--- config.mk ---
export PLATFORM = sky130hd
export DESIGN_NAME = burst_desc_fifo_flat
export DESIGN_NICKNAME = d
export VERILOG_FILES = /design/src/hdl/stream_pkg.sv /design/src/hdl/burst_desc_if.sv /design/src/hdl/burst_desc_fifo.sv /design/src/flat_wrapper.sv
export VERILOG_INCLUDE_DIRS = /design/src /design/src/hdl
export SDC_FILE = /design/constraint.sdc
export NUM_CORES = 1
export LEC_CHECK = 0
export ABC_AREA = 1
export BUFFER_PORTS_ARGS = -buffer_cell sky130_fd_sc_hd__buf_2
export CORE_MARGIN = 2
export CORE_UTILIZATION = 60
export CTS_CLUSTER_DIAMETER = 50
export CTS_CLUSTER_SIZE = 20
export DETAILED_ROUTE_END_ITERATION = 16
export PLACE_DENSITY = 0.87
export SLEW_MARGIN = 20
export SYNTH_ARGS = -nofsm -noshare
export SYNTH_HDL_FRONTEND = slang
export SYNTH_SLANG_ARGS = --single-unit
--- constraint.sdc ---
create_clock -name i_axis_clk -period 4.4 [get_ports i_axis_clk]
set_clock_uncertainty 0.15 [all_clocks]
set_input_delay 0.22 -clock i_axis_clk [delete_from_list [all_inputs] [get_ports i_axis_clk]]
set_output_delay 0.22 -clock i_axis_clk [all_outputs]
set_load 0.05 [all_outputs]
--- src/hdl/axi_rd_defs.svh ---
`ifndef AXI_RD_DEFS_SVH
`define AXI_RD_DEFS_SVH

////////////////////////////////////////////////////////////
// bus widths
////////////////////////////////////////////////////////////
`define AXI_RD_ADDR_W 32
`define AXI_RD_DATA_W 64
`define AXI_RD_KEEP_W 8  // one strobe bit per data byte
`define AXI_RD_LEN_W 9   // 1 to 256 beats

////////////////////////////////////////////////////////////
// buffer depths
////////////////////////////////////////////////////////////
`define AXI_RD_DATA_DEPTH_LOG2 9  // 512 beats, two full bursts
`define AXI_RD_DESC_DEPTH_LOG2 2  // 4 queued descriptors

`endif

--- src/hdl/stream_pkg.sv ---
`include "axi_rd_defs.svh"

package stream_pkg;

    typedef enum logic [1:0] {
        IDLE = 2'd0,  // waiting for a descriptor
        LOAD = 2'd1,  // set up beat counter
        SEND = 2'd2   // beats going out
    } frame_state_e;

    // one entry per completed burst
    typedef struct packed {
        logic [`AXI_RD_LEN_W-1:0]  len;   // beat count
        logic [`AXI_RD_KEEP_W-1:0] strb;  // tkeep for the final beat
    } burst_desc_t;

endpackage

--- src/hdl/burst_desc_if.sv ---
interface burst_desc_if;

    logic                   push;   // one-cycle write pulse
    stream_pkg::burst_desc_t desc;
    logic                   full;
    logic                   pop;    // one-cycle read pulse, only when not empty
    stream_pkg::burst_desc_t head;  // valid while empty is low
    logic                   empty;

    modport producer (output push, output desc, input full);

    modport queue (
        input  push, input  desc, input  pop,
        output full, output head, output empty
    );

    modport consumer (output pop, input head, input empty);

endinterface

--- src/hdl/burst_desc_fifo.sv ---
`include "axi_rd_defs.svh"

module burst_desc_fifo (
    input  logic         i_axis_clk,
    input  logic         i_axis_rst,
    burst_desc_if.queue  q
);

    localparam int DEPTH = 2 ** `AXI_RD_DESC_DEPTH_LOG2;

    stream_pkg::burst_desc_t            r_mem [DEPTH];
    logic [`AXI_RD_DESC_DEPTH_LOG2-1:0] r_wr_ptr;
    logic [`AXI_RD_DESC_DEPTH_LOG2-1:0] r_rd_ptr;
    logic [`AXI_RD_DESC_DEPTH_LOG2:0]   r_count;
    logic                               w_wr;
    logic                               w_rd;

    // push into a full queue is dropped
    assign w_wr    = q.push && !q.full;
    assign w_rd    = q.pop && !q.empty;
    assign q.full  = (r_count == DEPTH[`AXI_RD_DESC_DEPTH_LOG2:0]);
    assign q.empty = (r_count == '0);
    assign q.head  = r_mem[r_rd_ptr];

    always_ff @(posedge i_axis_clk) begin
        if (w_wr) begin
            r_mem[r_wr_ptr] <= q.desc;
        end
    end

    always_ff @(posedge i_axis_clk or posedge i_axis_rst) begin
        if (i_axis_rst) begin
            r_wr_ptr <= '0;
            r_rd_ptr <= '0;
            r_count  <= '0;
        end else begin
            if (w_wr) r_wr_ptr <= r_wr_ptr + 1'b1;
            if (w_rd) r_rd_ptr <= r_rd_ptr + 1'b1;
            case ({w_wr, w_rd})
                2'b10:   r_count <= r_count + 1'b1;
                2'b01:   r_count <= r_count - 1'b1;
                default: r_count <= r_count;  // both or neither
            endcase
        end
    end

endmodule

--- src/flat_wrapper.sv ---
// flat-port wrapper written by rule: the top's interface ports become plain ports
module burst_desc_fifo_flat 
  (i_axis_clk, i_axis_rst, q_push, q_desc, q_pop, q_full, q_head, q_empty);
  burst_desc_if q_i ();
  input  logic i_axis_clk;
  input  logic i_axis_rst;
  input wire logic [$bits(q_i.push)-1:0] q_push;
  input wire logic [$bits(q_i.desc)-1:0] q_desc;
  input wire logic [$bits(q_i.pop)-1:0] q_pop;
  output wire logic [$bits(q_i.full)-1:0] q_full;
  output wire logic [$bits(q_i.head)-1:0] q_head;
  output wire logic [$bits(q_i.empty)-1:0] q_empty;
  assign q_i.push = q_push;
  assign q_i.desc = q_desc;
  assign q_i.pop = q_pop;
  assign q_full = q_i.full;
  assign q_head = q_i.head;
  assign q_empty = q_i.empty;
  burst_desc_fifo u_core (.i_axis_clk(i_axis_clk), .i_axis_rst(i_axis_rst), .q(q_i));
endmodule
=== Word-level counts from Yosys, hierarchy flattened ===
Memories as Yosys holds them, arrays and structs flattened.
Cells that the tools add are included.

* $add $sub $neg: 4
* Eq/ne operators: 3
* Muxes and demuxes: 3
* Reductions and logical operators: 6

{| class="wikitable"
|+ Operator list
! cell !! number
|-
| 3-bit one-hot mux with 2 select lines || 1
|-
| 2-bit by 1-bit adder with 2-bit output (second input constant) || 2
|-
| 3-bit by 1-bit adder with 3-bit output (second input constant) || 1
|-
| 3-bit == test (second input constant) || 1
|-
| 3-bit logical NOT || 1
|-
| 3-bit by 1-bit subtractor with 3-bit output (second input constant) || 1
|-
| 2-bit by 1-bit == test with 1-bit output (second input constant) || 1
|-
| 2-bit == test (second input constant) || 1
|-
| 1-bit logical AND || 2
|-
| 1-bit logical NOT || 2
|-
| 1-bit two-way mux || 2
|-
| 2-bit nonzero test || 1
|}

* Bits in registers: 7
* RAM bits: 68
* Input port bits: 21
* Output and inout bits: 19
* Logic and storage cells: 20
* Memories: 1

{| class="wikitable"
|+ Memory list
! memory !! words !! bits a word !! rd ports !! clocked after Yosys merged registers in !! write ports !! line !! source
|-
| u_core.r_mem || 4 || 17 || 1 || 0 || 1 || burst_desc_fifo.sv:11 || <nowiki>stream_pkg::burst_desc_t r_mem [DEPTH];</nowiki>
|}

=== Longest topological paths before layout ===
* Depth after elaboration: 5
* Mapped depth: 12
* Mapped depth without buffers: 12

=== Least setup slack after synthesis ===
Ideal clock, no wire load.

* Kind: register to register
* From: register u_core.r_count[0]
* To: memory u_core.r_mem[0][0] (netlist bit), enable pin
* Setup time: 0.391 ns
* Arrival: 1.441 ns
* Data required time: 3.859 ns
* Slack: 2.418 ns
* Cell stages (with the launch flop): 5
* Path buffers: 0
* Clock period less this slack: 1.982 ns
* Cells stage by stage: dfrtp_1 > inv_1 > nand3_1 > nand2_1 > nor2_1

* Longest elaborated chain between the ends: 5

{| class="wikitable"
|+ Ends and longest elaborated chain
! what !! line !! source
|-
| start: declaration || burst_desc_fifo.sv:14 || <nowiki>logic [`AXI_RD_DESC_DEPTH_LOG2:0] r_count;</nowiki>
|-
| start signal: assignment || burst_desc_fifo.sv:40 || <nowiki>2'b10: r_count <= r_count + 1'b1;</nowiki>
|-
| start signal: assignment || burst_desc_fifo.sv:41 || <nowiki>2'b01: r_count <= r_count - 1'b1;</nowiki>
|-
| start signal: assignment || burst_desc_fifo.sv:42 || <nowiki>default: r_count <= r_count;</nowiki>
|-
| 3-bit == test || burst_desc_fifo.sv:21 || <nowiki>assign q.full = (r_count == DEPTH[`AXI_RD_DESC_DEPTH_LOG2:0]);</nowiki>
|-
| 1-bit logical NOT || burst_desc_fifo.sv:19 || <nowiki>assign w_wr = q.push && !q.full;</nowiki>
|-
| 1-bit logical AND || burst_desc_fifo.sv:19 ||
|-
| 1-bit two-way mux || burst_desc_fifo.sv:26 || <nowiki>if (w_wr) begin</nowiki>
|-
| 1-bit two-way mux (implied by the code) || burst_desc_fifo.sv:27 || <nowiki>r_mem[r_wr_ptr] <= q.desc;</nowiki>
|-
| end: declaration || burst_desc_fifo.sv:11 ||
|}

Every way passes these cells.

=== Worst setup path in the final report ===
* From: register u_core.r_rd_ptr[0]
* To: output q_head[14]

* Longest elaborated chain between the ends: 1

{| class="wikitable"
|+ Ends and longest elaborated chain
! what !! line !! source
|-
| start: declaration || burst_desc_fifo.sv:13 || <nowiki>logic [`AXI_RD_DESC_DEPTH_LOG2-1:0] r_rd_ptr;</nowiki>
|-
| start signal: assignment || burst_desc_fifo.sv:38 || <nowiki>if (w_rd) r_rd_ptr <= r_rd_ptr + 1'b1;</nowiki>
|-
| memory 4 x 17 bit || - ||
|-
| end: declaration || flat_wrapper.sv:11 || <nowiki>output wire logic [$bits(q_i.head)-1:0] q_head;</nowiki>
|}

Every way passes these cells.

==> flow_metrics.env <==
export IMPL_ir_drop_v=0.0005197
export IMPL_io_pins=40
export IMPL_synth_nets=287
export IMPL_rows=26
export IMPL_power_frac_comb_pct=43.3
export IMPL_path_max_fanout=69
export IMPL_crit_start="u_core.r_rd_ptr[0]$_DFFE_PP0P_"
export IMPL_synth_edf_count=68
export IMPL_ys_flop_type="edfxtp_1"
export IMPL_numPortBuffers=39
export IMPL_num_antenna_cells=0
export IMPL_post_cts_setup_buffers=0
export IMPL_clockBufferDepth=2
export IMPL_tns_ns=0
export IMPL_reg2reg_slack_ns=2.21
export IMPL_grt_max_degree=70
export IMPL_internal_power_mw=1.573
export IMPL_synth_area_leaders="edfxtp_1 64%, nand2_1 8.0%, inv_1 6.0%, o211ai_1 5.9%, dfrtp_1 5.5%"
export IMPL_ys_ff_latch=75
export IMPL_syn_to_final_growth_pct=20.34
export IMPL_wl_per_cell_um=13.83
export IMPL_postLayoutCellArea_mm2=0.003842
export IMPL_cts_tree="done"
export IMPL_startpoint_type="flop"
export IMPL_ff2ff_path_depth=10
export IMPL_worst_slack_ns=1.774
export IMPL_wl_mm=5.462
export IMPL_grt_pass1_wl_mm=8.832
export IMPL_relSlewSlack_pct=34.74
export IMPL_clock_latency_ns=0.34
export IMPL_r2r_start="u_core.r_count[0]$_DFFE_PP0P_"
export IMPL_cp_end_kind="primary output"
export IMPL_power_leakage_nw=1.666
export IMPL_avgSynthCellArea_um2=12.28
export IMPL_cts_root_buffer_cell="clkbuf_8"
export IMPL_die_x_um=76.95
export IMPL_ant_nets=0
export IMPL_synthesis_area_mm2=0.003193
export IMPL_cap_violations=0
export IMPL_h_tree_depth=3
export IMPL_drive_above_1_share_pct=21.54
export IMPL_dpl_cell_area_mm2=0.003417
export IMPL_pwr_density_cell_mw_per_mm2=738.5
export IMPL_swShare_pct=44.58
export IMPL_synth_cells=260
export IMPL_post_dp_hpwl_mm=3.171
export IMPL_globalplace_congestion=0.8222
export IMPL_power_mw=2.838
export IMPL_hold_viol=0
export IMPL_routed_via_count=2009
export IMPL_whs_ns=0.2020
export IMPL_path_clk_slew_ns=0.08
export IMPL_synth_top_area_share_pct=63.95
export IMPL_worstMarginPinSlew_ns=0.9779
export IMPL_switchingPower_mw=1.265
export IMPL_wl_met2_mm=2.794
export IMPL_final_setup_viol_count=0
export IMPL_final_cells=395
export IMPL_cts_repair_resize_count=0
export IMPL_pre_cts_slack_ns=2.232
export IMPL_status="complete, no violations"
export IMPL_fin_crit_sh_pct=59.69
export IMPL_synth_largest_area_cell="edfxtp_1"
export IMPL_start_util_pct=62.52
export IMPL_hold_class="in2async"
export IMPL_cts_num_sinks=75
export IMPL_pwr_share_seq_pct=36.2
export IMPL_reg2reg_to="u_core.r_count[2]$_DFFE_PP0P_"
export IMPL_clockPowerShare_pct=20.5
export IMPL_grt_remaining_overflow=0
export IMPL_cp_endpoint="q_head[14]"
export IMPL_postCtsHoldBufs=20
export IMPL_via_per_inst=5.086
export IMPL_final_max_slew_viol_count=0
export IMPL_drtIter0Drc=187
export IMPL_design_core_area_mm2=0.005107
export IMPL_wl_met1_mm=2.202
export IMPL_min_period_ns=2.626
export IMPL_die_h_um=76.95
export IMPL_wl_met3_um=299
export IMPL_grt_total_usage_pct=20.18
export IMPL_seq_area_frac_synth_pct=69.44
export IMPL_clock_fmax_mhz=380.7
export IMPL_fin_util_pct=75.23
export IMPL_async_flop_share_pct=9.333
export IMPL_yosys_warnings=0
export IMPL_nets=347
export IMPL_placed_cells=359
export IMPL_grt_pass1_vias=1942
export IMPL_route_top_layer_used="met4"
export IMPL_path_class="reg2out"
export IMPL_crit_arrival_ns=2.26
export IMPL_rsz0062_at_grt="false"
export IMPL_yosys_cell_types_count=16
export IMPL_drtPass1Iterations=5
export IMPL_cts_buffers=9
export IMPL_drc=0
export IMPL_antenna_found_initial=0
export IMPL_die_area_mm2=0.005921
export IMPL_worstPathRequired_ns=4.03
==> synthesized netlist by cell type, types with 2 or more instances <==
cell type	count
inv_2	2
ha_1	5
buf_6	3
o211ai_2	9
edfxtp_1	68
nand2_1	68
buf_2	7
nand3_1	7
o211ai_1	25
inv_1	51
dfrtp_1	7
nor2_1	4
==> layout by cell type, fill, tap and decap left out <==
cell and count:
edfxtp_1 68, o21ai_0 1, inv_1 51, inv_6 2, nand4_1 1, dfrtp_1 7, inv_2 1, o211ai_2 9
clkinv_4 2, xnor2_1 1, fa_1 1, bufinv_16 2, clkbuf_8 9, dlygate4sd3_1 20, clkinv_2 2, ha_1 5
buf_2 39, nand3_1 7, o211ai_1 25, nor2_2 4, nand2_1 68
==> state kept, by name, summed over array words and instances, names as in the netlist <==
name,count
u_core.r_mem,68
u_core.r_count,3
u_core.r_rd_ptr,2
u_core.r_wr_ptr,2
==> layout make-up <==
class	instances	area, um^2
timing repair buffer	59	395.4
multi-input combinational	122	718.2
sequential	75	2217
clock buffer	9	123.9
clock inverter	7	100.1
tap	70	87.58
inverter	53	200.2
fill	326	1265
==> power by group through the flow <==
stage,Combinational [mW],Sequential [mW],Clock (mW)
detailed placement,1.21,1.04,0
global placement,1.18,1.04,0
finish,1.23,1.03,0.581
global route,1.33,1.04,0.627
floorplan,1.02,1.00,0
CTS,1.24,1.03,0.583
==> kinds of logic (layout without fill, tap and decap cells) <==
family | Yosys count | count (layout) | share of synthesized area [%]
AOI/OAI and AO/OA | 35 | 35 | 9.561
xor gates and xnor gates | 1 | 1 | 0.2743
adders and majority gates | 6 | 6 | 2.586
buffers and inverters | 63 | 128 | 8.385
DFF | 75 | 75 | 69.44
and+or+nand+nor | 80 | 80 | 9.757
==> layer usage <==
metal	GRT usage, %	vias to the layer above
li1	-	996
met1	22.98	929
met2	34.47	68
met3	5.529	16
met4	11.09	0
met5	0	-
==> how the worst min path moves through the flow <==
stage / from / endpoint / depth (start not counted)
2_1_floorplan: i_axis_rst / u_core.r_count[0]$_DFFE_PP0P_ / 1
3_3_place_gp: i_axis_rst / u_core.r_count[2]$_DFFE_PP0P_ / 2
3_5_place_dp: i_axis_rst / u_core.r_rd_ptr[0]$_DFFE_PP0P_ / 2
4_1_cts: i_axis_rst / u_core.r_rd_ptr[0]$_DFFE_PP0P_ / 3
5_1_grt: i_axis_rst / u_core.r_rd_ptr[0]$_DFFE_PP0P_ / 3
6_report: i_axis_rst / u_core.r_rd_ptr[0]$_DFFE_PP0P_ / 3
==> critical path: stages (launching register included) <==
cell,delay (ns)
dfrtp_1,0.39
clkinv_2,0.68
o211ai_1,0.49
nand2_1,0.10
buf_2,0.22
(Power assumes the default switching activity.)
