**config.mk**
```make
export PLATFORM = sky130hd
export DESIGN_NAME = axis_framer_flat
export DESIGN_NICKNAME = d
export VERILOG_FILES = /design/src/hdl/stream_pkg.sv /design/src/hdl/burst_desc_if.sv /design/src/hdl/axis_framer.sv /design/src/flat_wrapper.sv
export VERILOG_INCLUDE_DIRS = /design/src /design/src/hdl
export SDC_FILE = /design/constraint.sdc
export NUM_CORES = 1
export LEC_CHECK = 0
export BUFFER_PORTS_ARGS = -buffer_cell sky130_fd_sc_hd__buf_4
export CORE_ASPECT_RATIO = 1.5
export CORE_MARGIN = 10
export CORE_UTILIZATION = 40
export DETAILED_ROUTE_END_ITERATION = 10
export GPL_ROUTABILITY_DRIVEN = 0
export HOLD_SLACK_MARGIN = 0.03
export PLACE_DENSITY = 0.7
export SYNTH_ARGS = -nofsm -noshare
export SYNTH_HDL_FRONTEND = slang
export SYNTH_SLANG_ARGS = --single-unit
```
**constraint.sdc**
```tcl
create_clock -name i_axis_clk -period 4.65 [get_ports i_axis_clk]
set_input_delay 0.6975 -clock i_axis_clk [delete_from_list [all_inputs] [get_ports i_axis_clk]]
set_output_delay 0.6975 -clock i_axis_clk [all_outputs]
set_load 0.05 [all_outputs]
```
**src/hdl/axi_rd_defs.svh**
```systemverilog
`ifndef AXI_RD_DEFS_SVH
`define AXI_RD_DEFS_SVH

////////////////////////////////////////////////////////////
// bus widths
////////////////////////////////////////////////////////////
`define AXI_RD_ADDR_W 32
`define AXI_RD_DATA_W 64
`define AXI_RD_KEEP_W 8  // one strobe bit per data byte
`define AXI_RD_LEN_W 9   // 1 to 256 beats

////////////////////////////////////////////////////////////
// buffer depths
////////////////////////////////////////////////////////////
`define AXI_RD_DATA_DEPTH_LOG2 9  // 512 beats, two full bursts
`define AXI_RD_DESC_DEPTH_LOG2 2  // 4 queued descriptors

`endif

```
**src/hdl/stream_pkg.sv**
```systemverilog
`include "axi_rd_defs.svh"

package stream_pkg;

    typedef enum logic [1:0] {
        IDLE = 2'd0,  // waiting for a descriptor
        LOAD = 2'd1,  // set up beat counter
        SEND = 2'd2   // beats going out
    } frame_state_e;

    // one entry per completed burst
    typedef struct packed {
        logic [`AXI_RD_LEN_W-1:0]  len;   // beat count
        logic [`AXI_RD_KEEP_W-1:0] strb;  // tkeep for the final beat
    } burst_desc_t;

endpackage

```
**src/hdl/burst_desc_if.sv**
```systemverilog
interface burst_desc_if;

    logic                   push;   // one-cycle write pulse
    stream_pkg::burst_desc_t desc;
    logic                   full;
    logic                   pop;    // one-cycle read pulse, only when not empty
    stream_pkg::burst_desc_t head;  // valid while empty is low
    logic                   empty;

    modport producer (output push, output desc, input full);

    modport queue (
        input  push, input  desc, input  pop,
        output full, output head, output empty
    );

    modport consumer (output pop, input head, input empty);

endinterface

```
**src/hdl/axis_framer.sv**
```systemverilog
`include "axi_rd_defs.svh"

module axis_framer (
    input  logic                      i_axis_clk,
    input  logic                      i_axis_rst,
    burst_desc_if.consumer            desc,
    input  logic [`AXI_RD_DATA_W-1:0] i_data,
    input  logic                      i_avail,
    output logic                      o_rd_en,
    output logic [`AXI_RD_DATA_W-1:0] o_tdata,
    output logic [`AXI_RD_KEEP_W-1:0] o_tkeep,
    output logic                      o_tlast,
    output logic                      o_tvalid,
    input  logic                      i_tready
);

    stream_pkg::frame_state_e  r_state;
    logic [`AXI_RD_LEN_W-1:0]  r_len;
    logic [`AXI_RD_KEEP_W-1:0] r_strb;
    logic [`AXI_RD_LEN_W-1:0]  r_fetch_left;  // beats still to pull from the FIFO
    logic                      w_load;
    logic                      w_final;
    logic                      w_done;

    assign desc.pop = (r_state == stream_pkg::IDLE) && !desc.empty;

    // output register is free when empty or being taken
    assign w_load  = !o_tvalid || i_tready;
    assign o_rd_en = (r_state == stream_pkg::SEND) && (r_fetch_left != '0) && i_avail && w_load;
    assign w_final = (r_fetch_left == `AXI_RD_LEN_W'(1));
    assign w_done  = o_tvalid && i_tready && o_tlast;

    ////////////////////////////////////////////////////////////
    // frame FSM
    ////////////////////////////////////////////////////////////
    always_ff @(posedge i_axis_clk or posedge i_axis_rst) begin
        if (i_axis_rst) begin
            r_state      <= stream_pkg::IDLE;
            r_fetch_left <= '0;
        end else begin
            unique case (r_state)
                stream_pkg::IDLE: begin
                    if (!desc.empty) r_state <= stream_pkg::LOAD;
                end
                stream_pkg::LOAD: begin
                    r_fetch_left <= r_len;
                    r_state      <= stream_pkg::SEND;
                end
                stream_pkg::SEND: begin
                    if (o_rd_en) r_fetch_left <= r_fetch_left - 1'b1;
                    // stay until the tlast beat has left
                    if (w_done) r_state <= stream_pkg::IDLE;
                end
                default: r_state <= stream_pkg::IDLE;
            endcase
        end
    end

    // head is taken on the pop edge
    always_ff @(posedge i_axis_clk) begin
        if (desc.pop) begin
            r_len  <= desc.head.len;
            r_strb <= desc.head.strb;
        end
    end

    ////////////////////////////////////////////////////////////
    // output stage
    ////////////////////////////////////////////////////////////
    always_ff @(posedge i_axis_clk or posedge i_axis_rst) begin
        if (i_axis_rst) begin
            o_tvalid <= 1'b0;
            o_tlast  <= 1'b0;
        end else if (o_rd_en) begin
            o_tvalid <= 1'b1;
            o_tlast  <= w_final;
        end else if (i_tready) begin
            o_tvalid <= 1'b0;  // drained, nothing to refill
            o_tlast  <= 1'b0;
        end
    end

    always_ff @(posedge i_axis_clk) begin
        if (o_rd_en) begin
            o_tdata <= i_data;
            o_tkeep <= w_final ? r_strb : '1;  // strobe only on the last beat
        end
    end

endmodule

```
**src/flat_wrapper.sv**
```systemverilog
// flat-port wrapper written by rule: the top's interface ports become plain ports
module axis_framer_flat 
  (i_axis_clk, i_axis_rst, i_data, i_avail, o_rd_en, o_tdata, o_tkeep, o_tlast, o_tvalid, i_tready, desc_pop, desc_head, desc_empty);
  burst_desc_if desc_i ();
  input  logic i_axis_clk;
  input  logic i_axis_rst;
  input  logic [`AXI_RD_DATA_W-1:0] i_data;
  input  logic i_avail;
  output logic o_rd_en;
  output logic [`AXI_RD_DATA_W-1:0] o_tdata;
  output logic [`AXI_RD_KEEP_W-1:0] o_tkeep;
  output logic o_tlast;
  output logic o_tvalid;
  input  logic i_tready;
  output wire logic [$bits(desc_i.pop)-1:0] desc_pop;
  input wire logic [$bits(desc_i.head)-1:0] desc_head;
  input wire logic [$bits(desc_i.empty)-1:0] desc_empty;
  assign desc_pop = desc_i.pop;
  assign desc_i.head = desc_head;
  assign desc_i.empty = desc_empty;
  axis_framer u_core (.i_axis_clk(i_axis_clk), .i_axis_rst(i_axis_rst), .desc(desc_i), .i_data(i_data), .i_avail(i_avail), .o_rd_en(o_rd_en), .o_tdata(o_tdata), .o_tkeep(o_tkeep), .o_tlast(o_tlast), .o_tvalid(o_tvalid), .i_tready(i_tready));
endmodule
```
# After elaboration in Yosys (flattened, before gate mapping)
# Cells that the tools add are included.
# totals
ff_bits	102
elab_cells	38
in_bits	86
# op_classes
n_addsub	1
reduce_logical	15
muxes	8
eq_ne	6
# ops
cell	n
9-bit case mux with 2 select lines	1
9-bit by 1-bit == test with 1-bit output, second input constant	1
9-bit 2-to-1 mux	1
9-bit nonzero test	1
9-bit by 1-bit subtractor with 9-bit output, second input constant	1
1-bit logical AND	6
2-bit case mux with 3 select lines	1
2-bit 2-to-1 mux	2
2-bit inequality test, second input constant	2
2-bit AND reduction	2
2-bit nonzero test	2
1-bit 2-to-1 mux	3
2-bit by 1-bit == test with 1-bit output, second input constant	1
2-bit == test, second input constant	1
1-bit zero test	2
2-bit zero test	1
2-bit by 1-bit inequality test with 1-bit output, second input constant	1
1-bit logical OR	1

# Depth between registers and ports, before layout
# depth
depth_word	6
depth_mapped	8
ltp_nobuf	7

# Least setup slack after synthesis
# OpenSTA, ideal clock, no wires.
# synth_timing
path_kind	register -> output
start	register u_core.r_state[1]
end	output port desc_pop
path_stages_with_launch	4
setup_slack_ns	1.070
t_arrival_ns	2.883
t_required_ns	3.953
cell_sequence	dfrtp_1 > buf_4 > buf_2 > nor3_1
# synth_via
elab_chain_cells	2
# synth_lines
element	line	text
start, declared	axis_framer.sv:17	stream_pkg::frame_state_e r_state;
start signal, assigned	axis_framer.sv:38	r_state <= stream_pkg::IDLE;
start signal, assigned	axis_framer.sv:43	if (!desc.empty) r_state <= stream_pkg::LOAD;
start signal, assigned	axis_framer.sv:47	r_state <= stream_pkg::SEND;
2-bit zero test	axis_framer.sv:25	assign desc.pop = (r_state == stream_pkg::IDLE) && !desc.empty;
1-bit logical AND	axis_framer.sv:25	
end, declared	flat_wrapper.sv:15	output wire logic [$bits(desc_i.pop)-1:0] desc_pop;
# Every way passes these cells.

# Worst setup path after layout
# layout_timing
start	register u_core.r_state[1]
end	output port o_rd_en
# layout_via
elab_chain_cells	4
# layout_lines
element	line	text
2-bit == test	axis_framer.sv:29	assign o_rd_en = (r_state == stream_pkg::SEND) && (r_fetch_left != '0) && i_avail && w_load;
1-bit logical AND (3 in series)	axis_framer.sv:29	
end, declared	flat_wrapper.sv:9	output logic o_rd_en;
# Every way passes these cells.

==> flow_metrics.env <==
export IMPL_status="finished, final reports clean"
export IMPL_yosysTopAreaCell="edfxtp_1"
export IMPL_power_leakage_nw=2.080
export IMPL_track_usage_pct=14.20
export IMPL_grt_start_max_net_pins=45
export IMPL_final_period_utilization_pct=66.49
export IMPL_slew_headroom_pct=62.85
export IMPL_synth_area_um2=3631
export IMPL_setup_viol=0
export IMPL_totalWireLength_um=9700
export IMPL_ys_warn_count=0
export IMPL_period_needed_ns=3.092
export IMPL_irDropWorstVdd_v=0.0003281
export IMPL_yosysTopAreaCellShare_pct=73.60
export IMPL_route_met3_wl_um=876
export IMPL_power_internal_mw=1.864
export IMPL_hpwl_um=7637
export IMPL_clk_pin_slew_worst_paths_ns=0.07
export IMPL_die_h_um=136.7
export IMPL_fin_skew_ns=0.008440
export IMPL_seq_area_frac_synth_pct=82.56
export IMPL_wl_per_cell_um=20.08
export IMPL_dieArea_um2=13370
export IMPL_ant_nets=0
export IMPL_wl_met1_um=3438
export IMPL_num_vias=2391
export IMPL_postCtsSetupRepairBufs=0
export IMPL_slew_violations=0
export IMPL_antenna_cells=0
export IMPL_htree_levels=3
export IMPL_hold_buffers=0
export IMPL_synth_cell_types=44
export IMPL_fin_nets=457
export IMPL_p_sw_share_pct=35.87
export IMPL_endpoint_kind="output pin"
export IMPL_num_fill_cells=699
export IMPL_fmax_ghz=0.3234
export IMPL_switchingPower_mw=1.043
export IMPL_yosysMostFrequentCell="edfxtp_1"
export IMPL_io_pins=162
export IMPL_clockBufferDepth=2
export IMPL_syn_to_final_growth_pct=44.00
export IMPL_syn_inst=200
export IMPL_rows=42
export IMPL_synth_commonest_cells="edfxtp_1 (89), dfrtp_1 (13), nand2b_1 (12)"
export IMPL_detailroute_wirelength_met2_um=5185
export IMPL_hp_class="in2async"
export IMPL_synthArstFlopShare_pct=12.75
export IMPL_seq_area_um2=2998
export IMPL_routed_top_layer="met4"
export IMPL_grt_pass1_wl_um=14490
export IMPL_comb_power_share_pct=31.0
export IMPL_cts_resized=0
export IMPL_critical_path_class="reg2out"
export IMPL_routed_via_density=4.950
export IMPL_final_hold_violation_count=0
export IMPL_drive_above_1_share_pct=50.13
export IMPL_clk_insertion_delay_late_ns=0.34
export IMPL_power_density_nw_per_um2=556.0
export IMPL_tightest_slew_ns=0.5573
export IMPL_clock_root_buffer="clkbuf_16"
export IMPL_synthFlopType="edfxtp_1"
export IMPL_antenna_found_initial=0
export IMPL_port_buffers=161
export IMPL_cts_buffers=9
export IMPL_synthTopCellsByArea="edfxtp_1 (74%), dfrtp_1 (9.0%), nand2b_1 (2.1%)"
export IMPL_grt_pass1_vias=2488
export IMPL_dr_first_iter_drc_count=99
export IMPL_crit_arrival_ns=2.39
export IMPL_rsz0062_at_grt="false"
export IMPL_startpoint_type="flop"
export IMPL_seq_power_share_pct=45.6
export IMPL_cts_sinks=102
export IMPL_tns_ns=0
export IMPL_synth_edf_count=89
export IMPL_clock_power_share_pct=23.4
export IMPL_cp_required_ns=3.95
export IMPL_firstDrtPassIters=4
export IMPL_max_cap_violations=0
export IMPL_start_util_pct=41.13
export IMPL_syn_num_nets=289
export IMPL_drc=0
export IMPL_fp_dieW_um=97.79
export IMPL_multiInputGateArea_um2=579.3
export IMPL_cp_max_fo=34
export IMPL_grt_overflow_total=0
export IMPL_cts_tree="done"
export IMPL_core_area_um2=8828
export IMPL_synth_seq_cells=102
export IMPL_holdWs_ns=0.3950
export IMPL_synth_avg_cell_area_um2=18.15
[registers in the layout, indices dropped and copies added (netlist names)]
name and flops:
u_core.o_tdata 64, u_core.o_tkeep 8, u_core.o_tlast 1, u_core.o_tvalid 1
u_core.r_fetch_left 9, u_core.r_len 9, u_core.r_state 2, u_core.r_strb 8
[area by class of cell]
class                   instances  share of cell area [%]
clock buffers                  11                   4.451
clock inverters                 5                  0.6939
inverters                       5                  0.4068
multi-input cells              87                   11.08
flip-flops and latches        102                   57.33
well taps                     110                   2.632
repair buffers                163                   23.40
[per-layer routing]
layer | global-route usage (%) | up-vias
met5 | 0 | -
met4 | 5.997 | 0
met3 | 5.957 | 18
met2 | 25.13 | 149
met1 | 14.39 | 1123
li1 | - | 1101
[power groups by stage]
stage          Clock [mW]  Combinational (mW)  Sequential (mW)
2_1_floorplan           0               0.346             1.61
3_3_place_gp            0               0.896             1.33
3_5_place_dp            0               0.909             1.34
4_1_cts             0.702               0.912             1.33
5_1_grt             0.735               0.966             1.34
6_report            0.679               0.901             1.33
[placed cells by master, fill, tap and decap left out, types with 3 or more instances in the layout]
| cell | synthesis | layout |
|---|---|---|
| buf_4 | 1 | 163 |
| edfxtp_1 | 89 | 89 |
| dfrtp_1 | 13 | 13 |
| nand2b_1 | 12 | 12 |
| nand2_1 | 10 | 10 |
| clkbuf_16 | 0 | 9 |
| nor2_1 | 7 | 7 |
| a21oi_1 | 5 | 5 |
| inv_1 | 4 | 4 |
| and3_1 | 4 | 4 |
| o21ai_1 | 4 | 4 |
| nor3_1 | 4 | 3 |
| o22ai_1 | 3 | 3 |
| or3_1 | 3 | 3 |
| ha_1 | 3 | 3 |
| clkinv_4 | 0 | 3 |
[final timing paths]
path	start	endpoint	slack, ns	cells past startpoint
worst max-delay path	u_core.r_state[1]	o_rd_en	1.56	5
worst min register to register	u_core.r_strb[7]	u_core.o_tkeep[7]	0.50	1
worst min-delay path	i_axis_rst	u_core.r_fetch_left[8]	0.40	2
max in group asynchronous	i_axis_rst	u_core.o_tlast	3.89	2
worst max register to register	u_core.r_state[1]	u_core.r_fetch_left[1]	1.86	7
min in group i_axis_clk	u_core.r_strb[7]	u_core.o_tkeep[7]	0.50	1
[kinds of logic (layout without fill, tap and decap cells)]
logic type / after synthesis / after routing / synth area share (%)
flip-flops: 102 / 102 / 82.56
multiplexers: 2 / 2 / 0.5514
AO/OA/AOI/OAI: 24 / 24 / 4.583
AND/OR/NAND/NOR: 56 / 56 / 9.132
adder cells (fa/ha/maj): 4 / 4 / 1.310
XOR/XNOR: 1 / 1 / 0.2413
buffers and inverters: 11 / 184 / 1.619
[per-stage QoR]
step / worst slack [ns] / power (mW) / utilization (%) / cell area, µm² / cells
final: 1.558 / 2.907 / 59.23 / 5229 / 483
after global routing: 1.381 / 3.046 / 59.23 / 5229 / 483
after CTS: 1.536 / 2.941 / 59.23 / 5229 / 483
after detailed placement: 1.824 / 2.252 / 56.18 / 4960 / 467
after global placement: 1.910 / 2.231 / 56.18 / 4960 / 467
after floorplan: 1.070 / 1.954 / - / 3631 / 200
[critical path, stage by stage, from the launching register on]
cell and delay [ns]:
dfrtp_1 0.69, nor2b_4 0.27, and3_1 0.33, nand2_4 0.13
inv_4 0.33, buf_4 0.28
(Power assumes the default switching activity.)
