--- config.mk ---
export PLATFORM = sky130hd
export DESIGN_NAME = read_requester_flat
export DESIGN_NICKNAME = d
export VERILOG_FILES = /design/src/hdl/axi_rd_pkg.sv /design/src/hdl/stream_pkg.sv /design/src/hdl/burst_desc_if.sv /design/src/hdl/read_requester.sv /design/src/flat_wrapper.sv
export VERILOG_INCLUDE_DIRS = /design/src /design/src/hdl
export SDC_FILE = /design/constraint.sdc
export NUM_CORES = 1
export LEC_CHECK = 0
export BUFFER_PORTS_ARGS = -buffer_cell sky130_fd_sc_hd__buf_2
export CAP_MARGIN = 20
export CORE_ASPECT_RATIO = 0.75
export CORE_MARGIN = 1.5
export CORE_UTILIZATION = 42
export CTS_CLUSTER_DIAMETER = 60
export DETAILED_ROUTE_END_ITERATION = 12
export PLACE_DENSITY_LB_ADDON = 0.15
export SYNTH_ARGS = -nofsm -noshare
export SYNTH_HDL_FRONTEND = slang
export SYNTH_SLANG_ARGS = --single-unit
export TNS_END_PERCENT = 1
--- constraint.sdc ---
create_clock -name i_axis_clk -period 1.6 [get_ports i_axis_clk]
set_clock_uncertainty 0.05 [all_clocks]
set_input_delay 0.32 -clock i_axis_clk [delete_from_list [all_inputs] [get_ports i_axis_clk]]
set_output_delay 0.32 -clock i_axis_clk [all_outputs]
set_load 0.01 [all_outputs]
--- src/hdl/axi_rd_defs.svh ---
`ifndef AXI_RD_DEFS_SVH
`define AXI_RD_DEFS_SVH

////////////////////////////////////////////////////////////
// bus widths
////////////////////////////////////////////////////////////
`define AXI_RD_ADDR_W 32
`define AXI_RD_DATA_W 64
`define AXI_RD_KEEP_W 8  // one strobe bit per data byte
`define AXI_RD_LEN_W 9   // 1 to 256 beats

////////////////////////////////////////////////////////////
// buffer depths
////////////////////////////////////////////////////////////
`define AXI_RD_DATA_DEPTH_LOG2 9  // 512 beats, two full bursts
`define AXI_RD_DESC_DEPTH_LOG2 2  // 4 queued descriptors

`endif

--- src/hdl/axi_rd_pkg.sv ---
`include "axi_rd_defs.svh"

package axi_rd_pkg;

    // arburst codes
    typedef enum logic [1:0] {
        BURST_FIXED = 2'b00,
        BURST_INCR  = 2'b01,
        BURST_WRAP  = 2'b10
    } burst_e;

    // arcache memory attributes
    typedef enum logic [3:0] {
        CACHE_DEV_NB      = 4'b0000,
        CACHE_DEV_BUF     = 4'b0001,
        CACHE_NORM_NC_NB  = 4'b0010,
        CACHE_NORM_NC_BUF = 4'b0011  // normal, non-cacheable, bufferable
    } cache_e;

    // log2 of bytes per beat
    localparam logic [2:0] AXI_SIZE = 3'($clog2(`AXI_RD_DATA_W / 8));

endpackage

--- src/hdl/stream_pkg.sv ---
`include "axi_rd_defs.svh"

package stream_pkg;

    typedef enum logic [1:0] {
        IDLE = 2'd0,  // waiting for a descriptor
        LOAD = 2'd1,  // set up beat counter
        SEND = 2'd2   // beats going out
    } frame_state_e;

    // one entry per completed burst
    typedef struct packed {
        logic [`AXI_RD_LEN_W-1:0]  len;   // beat count
        logic [`AXI_RD_KEEP_W-1:0] strb;  // tkeep for the final beat
    } burst_desc_t;

endpackage

--- src/hdl/burst_desc_if.sv ---
interface burst_desc_if;

    logic                   push;   // one-cycle write pulse
    stream_pkg::burst_desc_t desc;
    logic                   full;
    logic                   pop;    // one-cycle read pulse, only when not empty
    stream_pkg::burst_desc_t head;  // valid while empty is low
    logic                   empty;

    modport producer (output push, output desc, input full);

    modport queue (
        input  push, input  desc, input  pop,
        output full, output head, output empty
    );

    modport consumer (output pop, input head, input empty);

endinterface

--- src/hdl/read_requester.sv ---
`include "axi_rd_defs.svh"

module read_requester (
    input  logic                      i_axis_clk,
    input  logic                      i_axis_rst,
    input  logic [`AXI_RD_ADDR_W-1:0] i_rd_addr,
    input  logic [`AXI_RD_LEN_W-1:0]  i_rd_len,
    input  logic [`AXI_RD_KEEP_W-1:0] i_rd_strb,
    input  logic                      i_rd_valid,
    output logic                      o_rd_ready,
    output logic                      o_rd_cpl,
    output logic [`AXI_RD_ADDR_W-1:0] o_araddr,
    output logic [7:0]                o_arlen,
    output logic [2:0]                o_arsize,
    output axi_rd_pkg::burst_e        o_arburst,
    output axi_rd_pkg::cache_e        o_arcache,
    output logic                      o_arvalid,
    input  logic                      i_arready,
    input  logic                      i_rvalid,
    input  logic                      i_rlast,
    output logic                      o_rready,
    burst_desc_if.producer            desc
);

    logic [`AXI_RD_ADDR_W-1:0] r_req_addr;
    logic [`AXI_RD_LEN_W-1:0]  r_req_len;
    logic [`AXI_RD_KEEP_W-1:0] r_req_strb;
    logic                      r_req_valid;
    logic                      w_last_beat;

    assign w_last_beat = i_rvalid && o_rready && i_rlast;

    // descriptor goes into the queue with the final beat
    assign desc.push = w_last_beat;
    assign desc.desc = '{len: r_req_len, strb: r_req_strb};

    ////////////////////////////////////////////////////////////
    // request capture
    ////////////////////////////////////////////////////////////
    always_ff @(posedge i_axis_clk) begin
        if (i_rd_valid) begin
            r_req_addr <= i_rd_addr;
            r_req_len  <= i_rd_len;
            r_req_strb <= i_rd_strb;  // held until the descriptor push
        end
    end

    always_ff @(posedge i_axis_clk or posedge i_axis_rst) begin
        if (i_axis_rst) begin
            r_req_valid <= 1'b0;
            o_rd_ready  <= 1'b0;
            o_rd_cpl    <= 1'b0;
        end else begin
            r_req_valid <= i_rd_valid;
            o_rd_ready  <= !desc.full;
            o_rd_cpl    <= w_last_beat;  // single pulse per burst
        end
    end

    ////////////////////////////////////////////////////////////
    // address channel and rready
    ////////////////////////////////////////////////////////////
    always_ff @(posedge i_axis_clk) begin
        if (r_req_valid) begin
            o_araddr  <= r_req_addr;
            o_arlen   <= 8'(r_req_len - 1'b1);  // arlen counts beats minus one
            o_arsize  <= axi_rd_pkg::AXI_SIZE;
            o_arburst <= axi_rd_pkg::BURST_INCR;
            o_arcache <= axi_rd_pkg::CACHE_NORM_NC_BUF;
        end
    end

    always_ff @(posedge i_axis_clk or posedge i_axis_rst) begin
        if (i_axis_rst) begin
            o_arvalid <= 1'b0;
            o_rready  <= 1'b0;
        end else begin
            if (o_arvalid && i_arready) begin
                o_arvalid <= 1'b0;
            end else if (r_req_valid) begin
                o_arvalid <= 1'b1;
            end

            if (w_last_beat) begin
                o_rready <= 1'b0;
            end else if (r_req_valid) begin
                o_rready <= 1'b1;  // up together with arvalid
            end
        end
    end

endmodule

--- src/flat_wrapper.sv ---
// flat-port wrapper written by rule: the top's interface ports become plain ports
module read_requester_flat 
  (i_axis_clk, i_axis_rst, i_rd_addr, i_rd_len, i_rd_strb, i_rd_valid, o_rd_ready, o_rd_cpl, o_araddr, o_arlen, o_arsize, o_arburst, o_arcache, o_arvalid, i_arready, i_rvalid, i_rlast, o_rready, desc_push, desc_desc, desc_full);
  burst_desc_if desc_i ();
  input  logic i_axis_clk;
  input  logic i_axis_rst;
  input  logic [`AXI_RD_ADDR_W-1:0] i_rd_addr;
  input  logic [`AXI_RD_LEN_W-1:0] i_rd_len;
  input  logic [`AXI_RD_KEEP_W-1:0] i_rd_strb;
  input  logic i_rd_valid;
  output logic o_rd_ready;
  output logic o_rd_cpl;
  output logic [`AXI_RD_ADDR_W-1:0] o_araddr;
  output logic [7:0] o_arlen;
  output logic [2:0] o_arsize;
  output axi_rd_pkg::burst_e o_arburst;
  output axi_rd_pkg::cache_e o_arcache;
  output logic o_arvalid;
  input  logic i_arready;
  input  logic i_rvalid;
  input  logic i_rlast;
  output logic o_rready;
  output wire logic [$bits(desc_i.push)-1:0] desc_push;
  output wire logic [$bits(desc_i.desc)-1:0] desc_desc;
  input wire logic [$bits(desc_i.full)-1:0] desc_full;
  assign desc_push = desc_i.push;
  assign desc_desc = desc_i.desc;
  assign desc_i.full = desc_full;
  read_requester u_core (.i_axis_clk(i_axis_clk), .i_axis_rst(i_axis_rst), .i_rd_addr(i_rd_addr), .i_rd_len(i_rd_len), .i_rd_strb(i_rd_strb), .i_rd_valid(i_rd_valid), .o_rd_ready(o_rd_ready), .o_rd_cpl(o_rd_cpl), .o_araddr(o_araddr), .o_arlen(o_arlen), .o_arsize(o_arsize), .o_arburst(o_arburst), .o_arcache(o_arcache), .o_arvalid(o_arvalid), .i_arready(i_arready), .i_rvalid(i_rvalid), .i_rlast(i_rlast), .o_rready(o_rready), .desc(desc_i));
endmodule
=== Word level (Yosys, flattened, before mapping) ===
Index checks and enable logic that the tools add are counted.

* Register bits: 94
* Bits in latches: 0
* Memory bits (writable): 0
* ROM bits: 0
* Bits of input ports: 56
* Output and inout bits: 71
* Word-level logic and storage cells: 20
* Memories kept: 0

* $add $sub $neg: 1
* Multipliers: 0
* Divide/modulo/power cells: 0
* $lt $le $gt $ge: 0
* Eq/ne operators: 0
* Shift-type cells: 0
* Muxes and demuxes: 3
* Bitwise logic cells: 0
* Reduce and logical (&&, ||, !) cells: 6

{| class="wikitable"
|+ Operators by type and width
! kind !! count
|-
| 8-bit by 1-bit subtractor with 8-bit output, second input constant || 1
|-
| 2-bit nonzero test || 2
|-
| 1-bit logical AND || 3
|-
| 1-bit 2-to-1 mux || 3
|-
| 1-bit zero test || 1
|}

=== Logic depth before layout (Yosys ltp) ===
Gate-level depths: netlist (run 1).

* Depth in word-level cells: 3
* Mapped depth: 5
* Depth with buffers taken out: 5

=== Worst setup path after synthesis (run 1) ===
OpenSTA, ideal clock, no wires.

* Kind: register to register
* From: reg u_core.r_req_valid
* To: reg u_core.o_araddr[0] (enable)
* Library setup time: 398 ps
* Data arrival time: 1129 ps
* Required time: 1152 ps
* Setup slack: 23 ps
* Stages on the path, launching flop included: 1
* Buffers on the path: 0
* Period minus slack after synthesis: 1577 ps
* Cells stage by stage: dfrtp_1

{| class="wikitable"
|+ RTL lines
! element !! RTL line !! text
|-
| from (decl) || read_requester.sv:28 || <nowiki>logic r_req_valid;</nowiki>
|-
| from (signal assigned) || read_requester.sv:54 || <nowiki>r_req_valid <= i_rd_valid;</nowiki>
|-
| to (signal assigned) || read_requester.sv:65 || <nowiki>o_araddr <= r_req_addr;</nowiki>
|-
| to (decl) || read_requester.sv:12 || <nowiki>output logic [`AXI_RD_ADDR_W-1:0] o_araddr,</nowiki>
|}

No word-level cell between the ends.

=== Worst setup path after layout (run 1) ===
* From: reg u_core.o_rready
* To: out desc_push

* Word-level cells in the longest chain between the ends: 2

{| class="wikitable"
|+ Ends and longest elaborated chain
! element !! RTL line !! text
|-
| from (decl) || read_requester.sv:21 || <nowiki>output logic o_rready,</nowiki>
|-
| from (signal assigned) || read_requester.sv:76 || <nowiki>o_rready <= 1'b0;</nowiki>
|-
| from (signal assigned) || read_requester.sv:85 || <nowiki>o_rready <= 1'b0;</nowiki>
|-
| from (signal assigned) || read_requester.sv:87 || <nowiki>o_rready <= 1'b1;</nowiki>
|-
| 1-bit logical AND (2 in a row) || read_requester.sv:31 || <nowiki>assign w_last_beat = i_rvalid && o_rready && i_rlast;</nowiki>
|-
| to (decl) || flat_wrapper.sv:23 || <nowiki>output wire logic [$bits(desc_i.push)-1:0] desc_push;</nowiki>
|}

No other way between the ends.

==> impl_metrics.ini, run 1 <==
[clock_network]
cts_root_buffer = clkbuf_8
numCtsBuffers = 9
cts_max_level = 3
clock_path_buffers = 2
clk_pin_slew_worst_paths_ns = 0.08
tritoncts = yes
insertion_delay_ns = 0.34
cts_sinks = 94

[yosys]
synthSimpleGateAreaFrac = 0.0287
synth.area.mux_share = 0
synthesis.area_um2 = 3050
synth_top_family_by_area = simple AND/OR/NAND/NOR gates
ys_top_cells_by_area = edfxtp_1 88%, dfrtp_1 4.1%, buf_4 2.2%
synth_seq_area_share = 0.918
synth_largest_area_cell = edfxtp_1
avgSynthCellArea_um2 = 23.5
yosysWarnings = 0
synth_edf_count = 89
ys_types = 16
synth_cells = 130
synth_ff_type = edfxtp_1
async_flop_share = 0.0532
synth_compound_area_frac = 0.00164
synth-adder-area-share = 0.00410
synth_xor_area_frac = 0.0172
synth_top_area_share = 0.876
synth-seq-cells = 94

[sta]
hold_viol = 0
rsz0062_at_grt = false
drv_slew = 0
max_freq_mhz = 695
setup_tns_ns = 0
fin_crit_ns = 1.44
setup_slack_ns = 0.162
period_share = 0.899
finalSetupViolCount = 0

[min_path]
holdCritPathClass = primary input to flip-flop
min_path_cells = 2

[setup_path]
slowest_delay_ns = 0.41
worstRegToRegCells = 5
cp-start-kind = flip-flop
path_cells = and3_1, buf_2
crit_arrival_ns = 1.07
cp_slowest_cell = dfrtp_1
criticalPathCategory = flip-flop to output pin
worstPathMaxFanout = 3
crit_required_ns = 1.23
ff2ff_setup_slack_ns = 0.24
end_kind = output pin

[global_routing]
grt_pass1_vias = 1557
overflow = 0
top_usage_layer = met2
grt_pass1_wl_um = 7690
use_met3 = 0.0884
grt_max_degree = 34
grt_use_met2 = 0.219
grt_use_met1 = 0.148
grt_usage = 0.139
antenna_found_initial = 0

[floorplan]
fp-row-count = 26
initial_utilization = 0.440
dieArea_um2 = 7790
io_pins = 127
core-area_um2 = 6930
die_h_um = 76.8
die_x_um = 101

[place]
gp_congestion = 0.694
dp_hpwl_um = 3470
dp.cells = 346
io_buffers = 117
post-place-ws_ns = 0.262

[finish]
antennaDiodeCount = 0
finalNonFillerCells = 363
nets = 317
final_layout_size_suffix_gt1_frac = 0.525
areaGrowthSynthToFinish_pct = 29.6
post-route-util = 0.570
num-fill-cells = 560

[power_and_ir_drop]
p_switching_uw = 1050
seq_power_share = 0.617
p_leak_uw = 0.00162
ir_drop_uv = 534
pwr-share-comb = 0.079
power.internal_uw = 3820
power_frac_clock = 0.304
p_per_area_nw_per_um2 = 1230
fin_total_pwr_uw = 4870
netSwitchingFraction = 0.216

[routing]
drt_iter0_drc = 76
ant_nets = 0
vias = 1537
drt_wl_total_um = 4920
wire_per_inst_um = 13.6
routed_via_density = 4.23
drt-pass1-iter-count = 4
drc = 0

[run_status]
status = finished clean

[flow_run]
cap_violations = 0
-- cell usage after synthesis (all sizes together), types with 2 or more instances --
cell type,number
xnor2,2
xor2,4
edfxtp,89
buf,9
nor2,6
inv,5
dfrtp,5
conb,2
-- state kept, by name, indices dropped and copies added (netlist names) --
register and flops:
u_core.o_araddr 32, u_core.o_arlen 8, u_core.o_arvalid 1, u_core.o_rd_cpl 1
u_core.o_rd_ready 1, u_core.o_rready 1, u_core.r_req_addr 32, u_core.r_req_len 9
u_core.r_req_strb 8, u_core.r_req_valid 1
-- worst paths after layout --
| check | end | startpoint |
|---|---|---|
| max in group asynchronous | u_core.r_req_valid$_DFF_PP0_ | i_axis_rst |
| setup / recovery | desc_push | u_core.o_rready$_DFFE_PP0P_ |
| setup reg to reg | u_core.o_arlen[6]$_DFFE_PP_ | u_core.r_req_len[0]$_DFFE_PP_ |
| min in group asynchronous | u_core.o_arvalid$_DFFE_PP0P_ | i_axis_rst |
| hold / removal | u_core.o_rd_ready$_DFF_PP0_ | desc_full |
| hold reg to reg | u_core.o_araddr[4]$_DFFE_PP_ | u_core.r_req_addr[4]$_DFFE_PP_ |
-- layout by cell type (no fill, tap or decap) --
master and count:
clkbuf_1 1, edfxtp_1 89, buf_12 1, conb_1 9
nand2_1 1, nor4_4 1, buf_4 2, nor2_1 6
clkinv_4 1, nor3_2 1, clkinvlp_4 2, clkinv_1 1
buf_2 117, nand2b_4 1, inv_1 5, and3_1 1
a21oi_1 1, nand3_2 1, dfrtp_2 1, xnor2_1 2
clkinv_2 1, dfrtp_1 4, dlygate4sd3_1 1, xor2_1 4
ha_1 1, bufinv_16 1, clkbuf_8 9
-- power by group through the flow --
stage | registers [uW] | clock network, uW | logic (uW)
after floorplan | 3150 | 0 | 63.9
after global placement | 3050 | 0 | 388
after detailed placement | 3060 | 0 | 391
after CTS | 3010 | 1550 | 393
after global routing | 3030 | 1650 | 424
final | 3010 | 1480 | 385
-- area by class of cell --
type | instances | area [um^2] | share of cell area
inverter | 5 | 18.8 | 0.00475
tap | 98 | 123 | 0.0310
clock buffer | 10 | 128 | 0.0323
clock inverter | 6 | 62.6 | 0.0158
timing repair buffer | 121 | 631 | 0.160
multi-input combinational | 29 | 191 | 0.0484
sequential | 94 | 2800 | 0.708
-- per-layer routing --
layer	vias to the layer above	part of all wire
li1	727	-
met1	717	0.39
met2	88	0.48
met3	5	0.12
met4	0	0.012
met5	-	0
-- through the flow --
| step | cell area (um^2) | hold slack, ns |
|---|---|---|
| 2_1_floorplan | 3080 | 0.0485 |
| 3_3_place_gp | 3750 | 0.174 |
| 3_5_place_dp | 3750 | 0.177 |
| 4_1_cts | 3950 | 0.0328 |
| 5_1_grt | 3950 | 0.0523 |
| 6_report | 3950 | 0.0573 |
-- logic make-up (layout without fill, tap and decap cells) --
kind of cell | Yosys count | in the layout
buffers and inverters | 14 | 142
and+or+nand+nor | 12 | 12
xor gates and xnor gates | 6 | 6
DFF | 94 | 94
other | 2 | 9
AOI/OAI and AO/OA | 1 | 1
adders and majority gates | 1 | 1
-- what timing repair did --
item                                   4_1_cts  5_1_grt
resized for setup                            0        0
hold buffers                                 1        0
endpoints found under the hold margin        5        0
buffers inserted                             0        0
-- worst max-delay path: cells and delay by family (launching register included) --
family	cells	cell delay, ns
buffers and inverters	1	0.14
DFF	1	0.41
and+or+nand+nor	1	0.18
Power figures use the tool's default switching activity.
==> run 2, diff against run 1 <==
==> constraint.sdc (replaced) <==
create_clock -name i_axis_clk -period 1.3 [get_ports i_axis_clk]
set_clock_uncertainty 0.05 [all_clocks]
set_input_delay 0.26 -clock i_axis_clk [delete_from_list [all_inputs] [get_ports i_axis_clk]]
set_output_delay 0.26 -clock i_axis_clk [all_outputs]
set_load 0.01 [all_outputs]
==> run 2 against run 1 <==
Effect of this change: count of clock-buffer cells in the layout is 1 higher; sequential share of layout area is 3.4 points lower; the run now ends with negative setup slack left; non-clock buffer count is 10 higher; total power is 31% higher; via count is 0.98% higher; largest power group unchanged.
==> impl_metrics.ini, run 2 (synthesis results as in run 1) <==
[run_status]
status = finished with violations
violations = negative setup slack

[power_and_ir_drop]
netSwitchingFraction = 0.197
pwr-share-comb = 0.087
ir_drop_uv = 865
p_per_area_nw_per_um2 = 1540
p_switching_uw = 1260
power.internal_uw = 5140
power_frac_clock = 0.337
p_leak_uw = 0.00171
seq_power_share = 0.576

[routing]
drt_iter0_drc = 56
routed_via_density = 4.16
drt_wl_total_um = 4980
drt-pass1-iter-count = 4
ant_nets = 0
wire_per_inst_um = 13.3
wl_met3_um = 623
dr_wl_met2_um = 2340
topRoutingLayerUsed = met4
vias = 1552
wl_met1_um = 1960
drc = 0

[global_routing]
grt_usage = 0.135
grt_pass1_vias = 1552
grt_pass1_wl_um = 7490
grt_max_degree = 24
overflow = 0
antenna_found_initial = 0

[clock_network]
insertion_delay_ns = 0.33
numCtsBuffers = 9
cts_sinks = 94
cts_root_buffer = clkbuf_8
tritoncts = yes
clk_pin_slew_worst_paths_ns = 0.08
clock_path_buffers = 2
cts_max_level = 3

[finish]
final_area_um2 = 4150
largestRegisters = u_core.o_araddr x32, u_core.r_req_addr x32, u_core.r_req_len x9
final_common_cell = buf_2
nets = 327
antennaDiodeCount = 0
areaGrowthSynthToFinish_pct = 36.2
layout_common_cells = 113 x buf_2, 89 x edfxtp_1, 9 x conb_1, 9 x clkbuf_8, 7 x buf_4
final_layout_size_suffix_gt1_frac = 0.545
num-fill-cells = 519

[setup_path]
worstPathMaxFanout = 3
crit_required_ns = 0.99
critPathLaunch = u_core.o_rready$_DFFE_PP0P_
end_kind = output pin
r2r-start = u_core.r_req_len[0]$_DFFE_PP_
crit_arrival_ns = 1.01
criticalPathCategory = flip-flop to output pin
cp-start-kind = flip-flop

[place]
gp_congestion = 0.742
io_buffers = 117
dp_hpwl_um = 3600
placed_area_um2 = 3810
post-place-ws_ns = -0.0238

[floorplan]
die_x_um = 101
die_h_um = 76.8
initial_utilization = 0.440
dieArea_um2 = 7790
core-area_um2 = 6930
io_pins = 127
fp-row-count = 26

[sta]
setup_slack_ns = -0.0178
fin_crit_ns = 1.32
period_share = 1.01
finalSetupViolCount = 5
rsz0062_at_grt = true
hold_viol = 0
max_freq_mhz = 759
drv_slew = 0

[min_path]
hp-start = i_rd_addr[12]
holdCritPathClass = primary input to flip-flop

[flow_run]
cap_violations = 0
[run 2: changes by cell type in the layout (fill, tap and decap cells not counted), sizes merged]
cell	change
buf	+9
clkinvlp	-2
clkinv	-1
dlygate4sd3	+1
bufinv	+2
clkbuf	+1
[run 2: critical path: stages (launching register included)]
cell and delay (ns):
dfrtp_1 0.39, and3_4 0.17, buf_6 0.11
[run 2: what timing repair did]
action,4_1_cts,5_1_grt
setup buffers,4,0
hold buffers,2,0
pin swaps,0,4
resized for setup,5,9
hold endpoints to repair,6,0
setup endpoints to repair,9,13
[run 2: power groups by stage]
stage               Clock, uW  Combinational [uW]  Sequential (uW)
finish                   2160                 560             3690
global route             2340                 612             3720
CTS                      2230                 555             3690
global placement            0                 507             3750
floorplan                   0                78.5             3870
detailed placement          0                 515             3760
[run 2: metal layers]
| metal | GRT usage | vias up |
|---|---|---|
| met5 | 0 | - |
| met4 | 0.0569 | 0 |
| met3 | 0.0811 | 4 |
| met2 | 0.213 | 95 |
| met1 | 0.147 | 706 |
| li1 | - | 747 |
[run 2: final timing paths]
| kind | end | slack (ns) | depth (start not counted) |
|---|---|---|---|
| setup / recovery | desc_push | -0.02 | 2 |
| min in group asynchronous | u_core.o_rd_cpl$_DFF_PP0_ | 0.31 | 3 |
| hold / removal | u_core.r_req_addr[12]$_DFFE_PP_ | 0.04 | 1 |
| setup reg to reg | u_core.o_arlen[6]$_DFFE_PP_ | -0.01 | 5 |
| max in group asynchronous | u_core.r_req_valid$_DFF_PP0_ | 0.70 | 3 |
| hold reg to reg | u_core.o_araddr[15]$_DFFE_PP_ | 0.37 | 0 |
[run 2: area by class of cell]
| type | count | area (um^2) | area share |
|---|---|---|---|
| clock buffer | 11 | 131 | 0.0316 |
| tap | 98 | 123 | 0.0295 |
| sequential | 94 | 2800 | 0.674 |
| timing repair buffer | 131 | 766 | 0.184 |
| inverter | 5 | 18.8 | 0.00452 |
| clock inverter | 5 | 97.6 | 0.0235 |
| multi-input combinational | 29 | 218 | 0.0524 |
[run 2: metrics by stage]
stage	instances	power [uW]	utilization	TNS, ns	hold WS [ns]
3_3_place_gp	351	4260	0.551	0	0.112
5_1_grt	373	6670	0.599	-0.603	0.00809
4_1_cts	373	6480	0.595	-0.348	0.0158
3_5_place_dp	351	4280	0.551	-0.0332	0.117
2_1_floorplan	137	3950	-	-0.0484	-0.0115
6_report	373	6400	0.599	-0.0600	0.0415
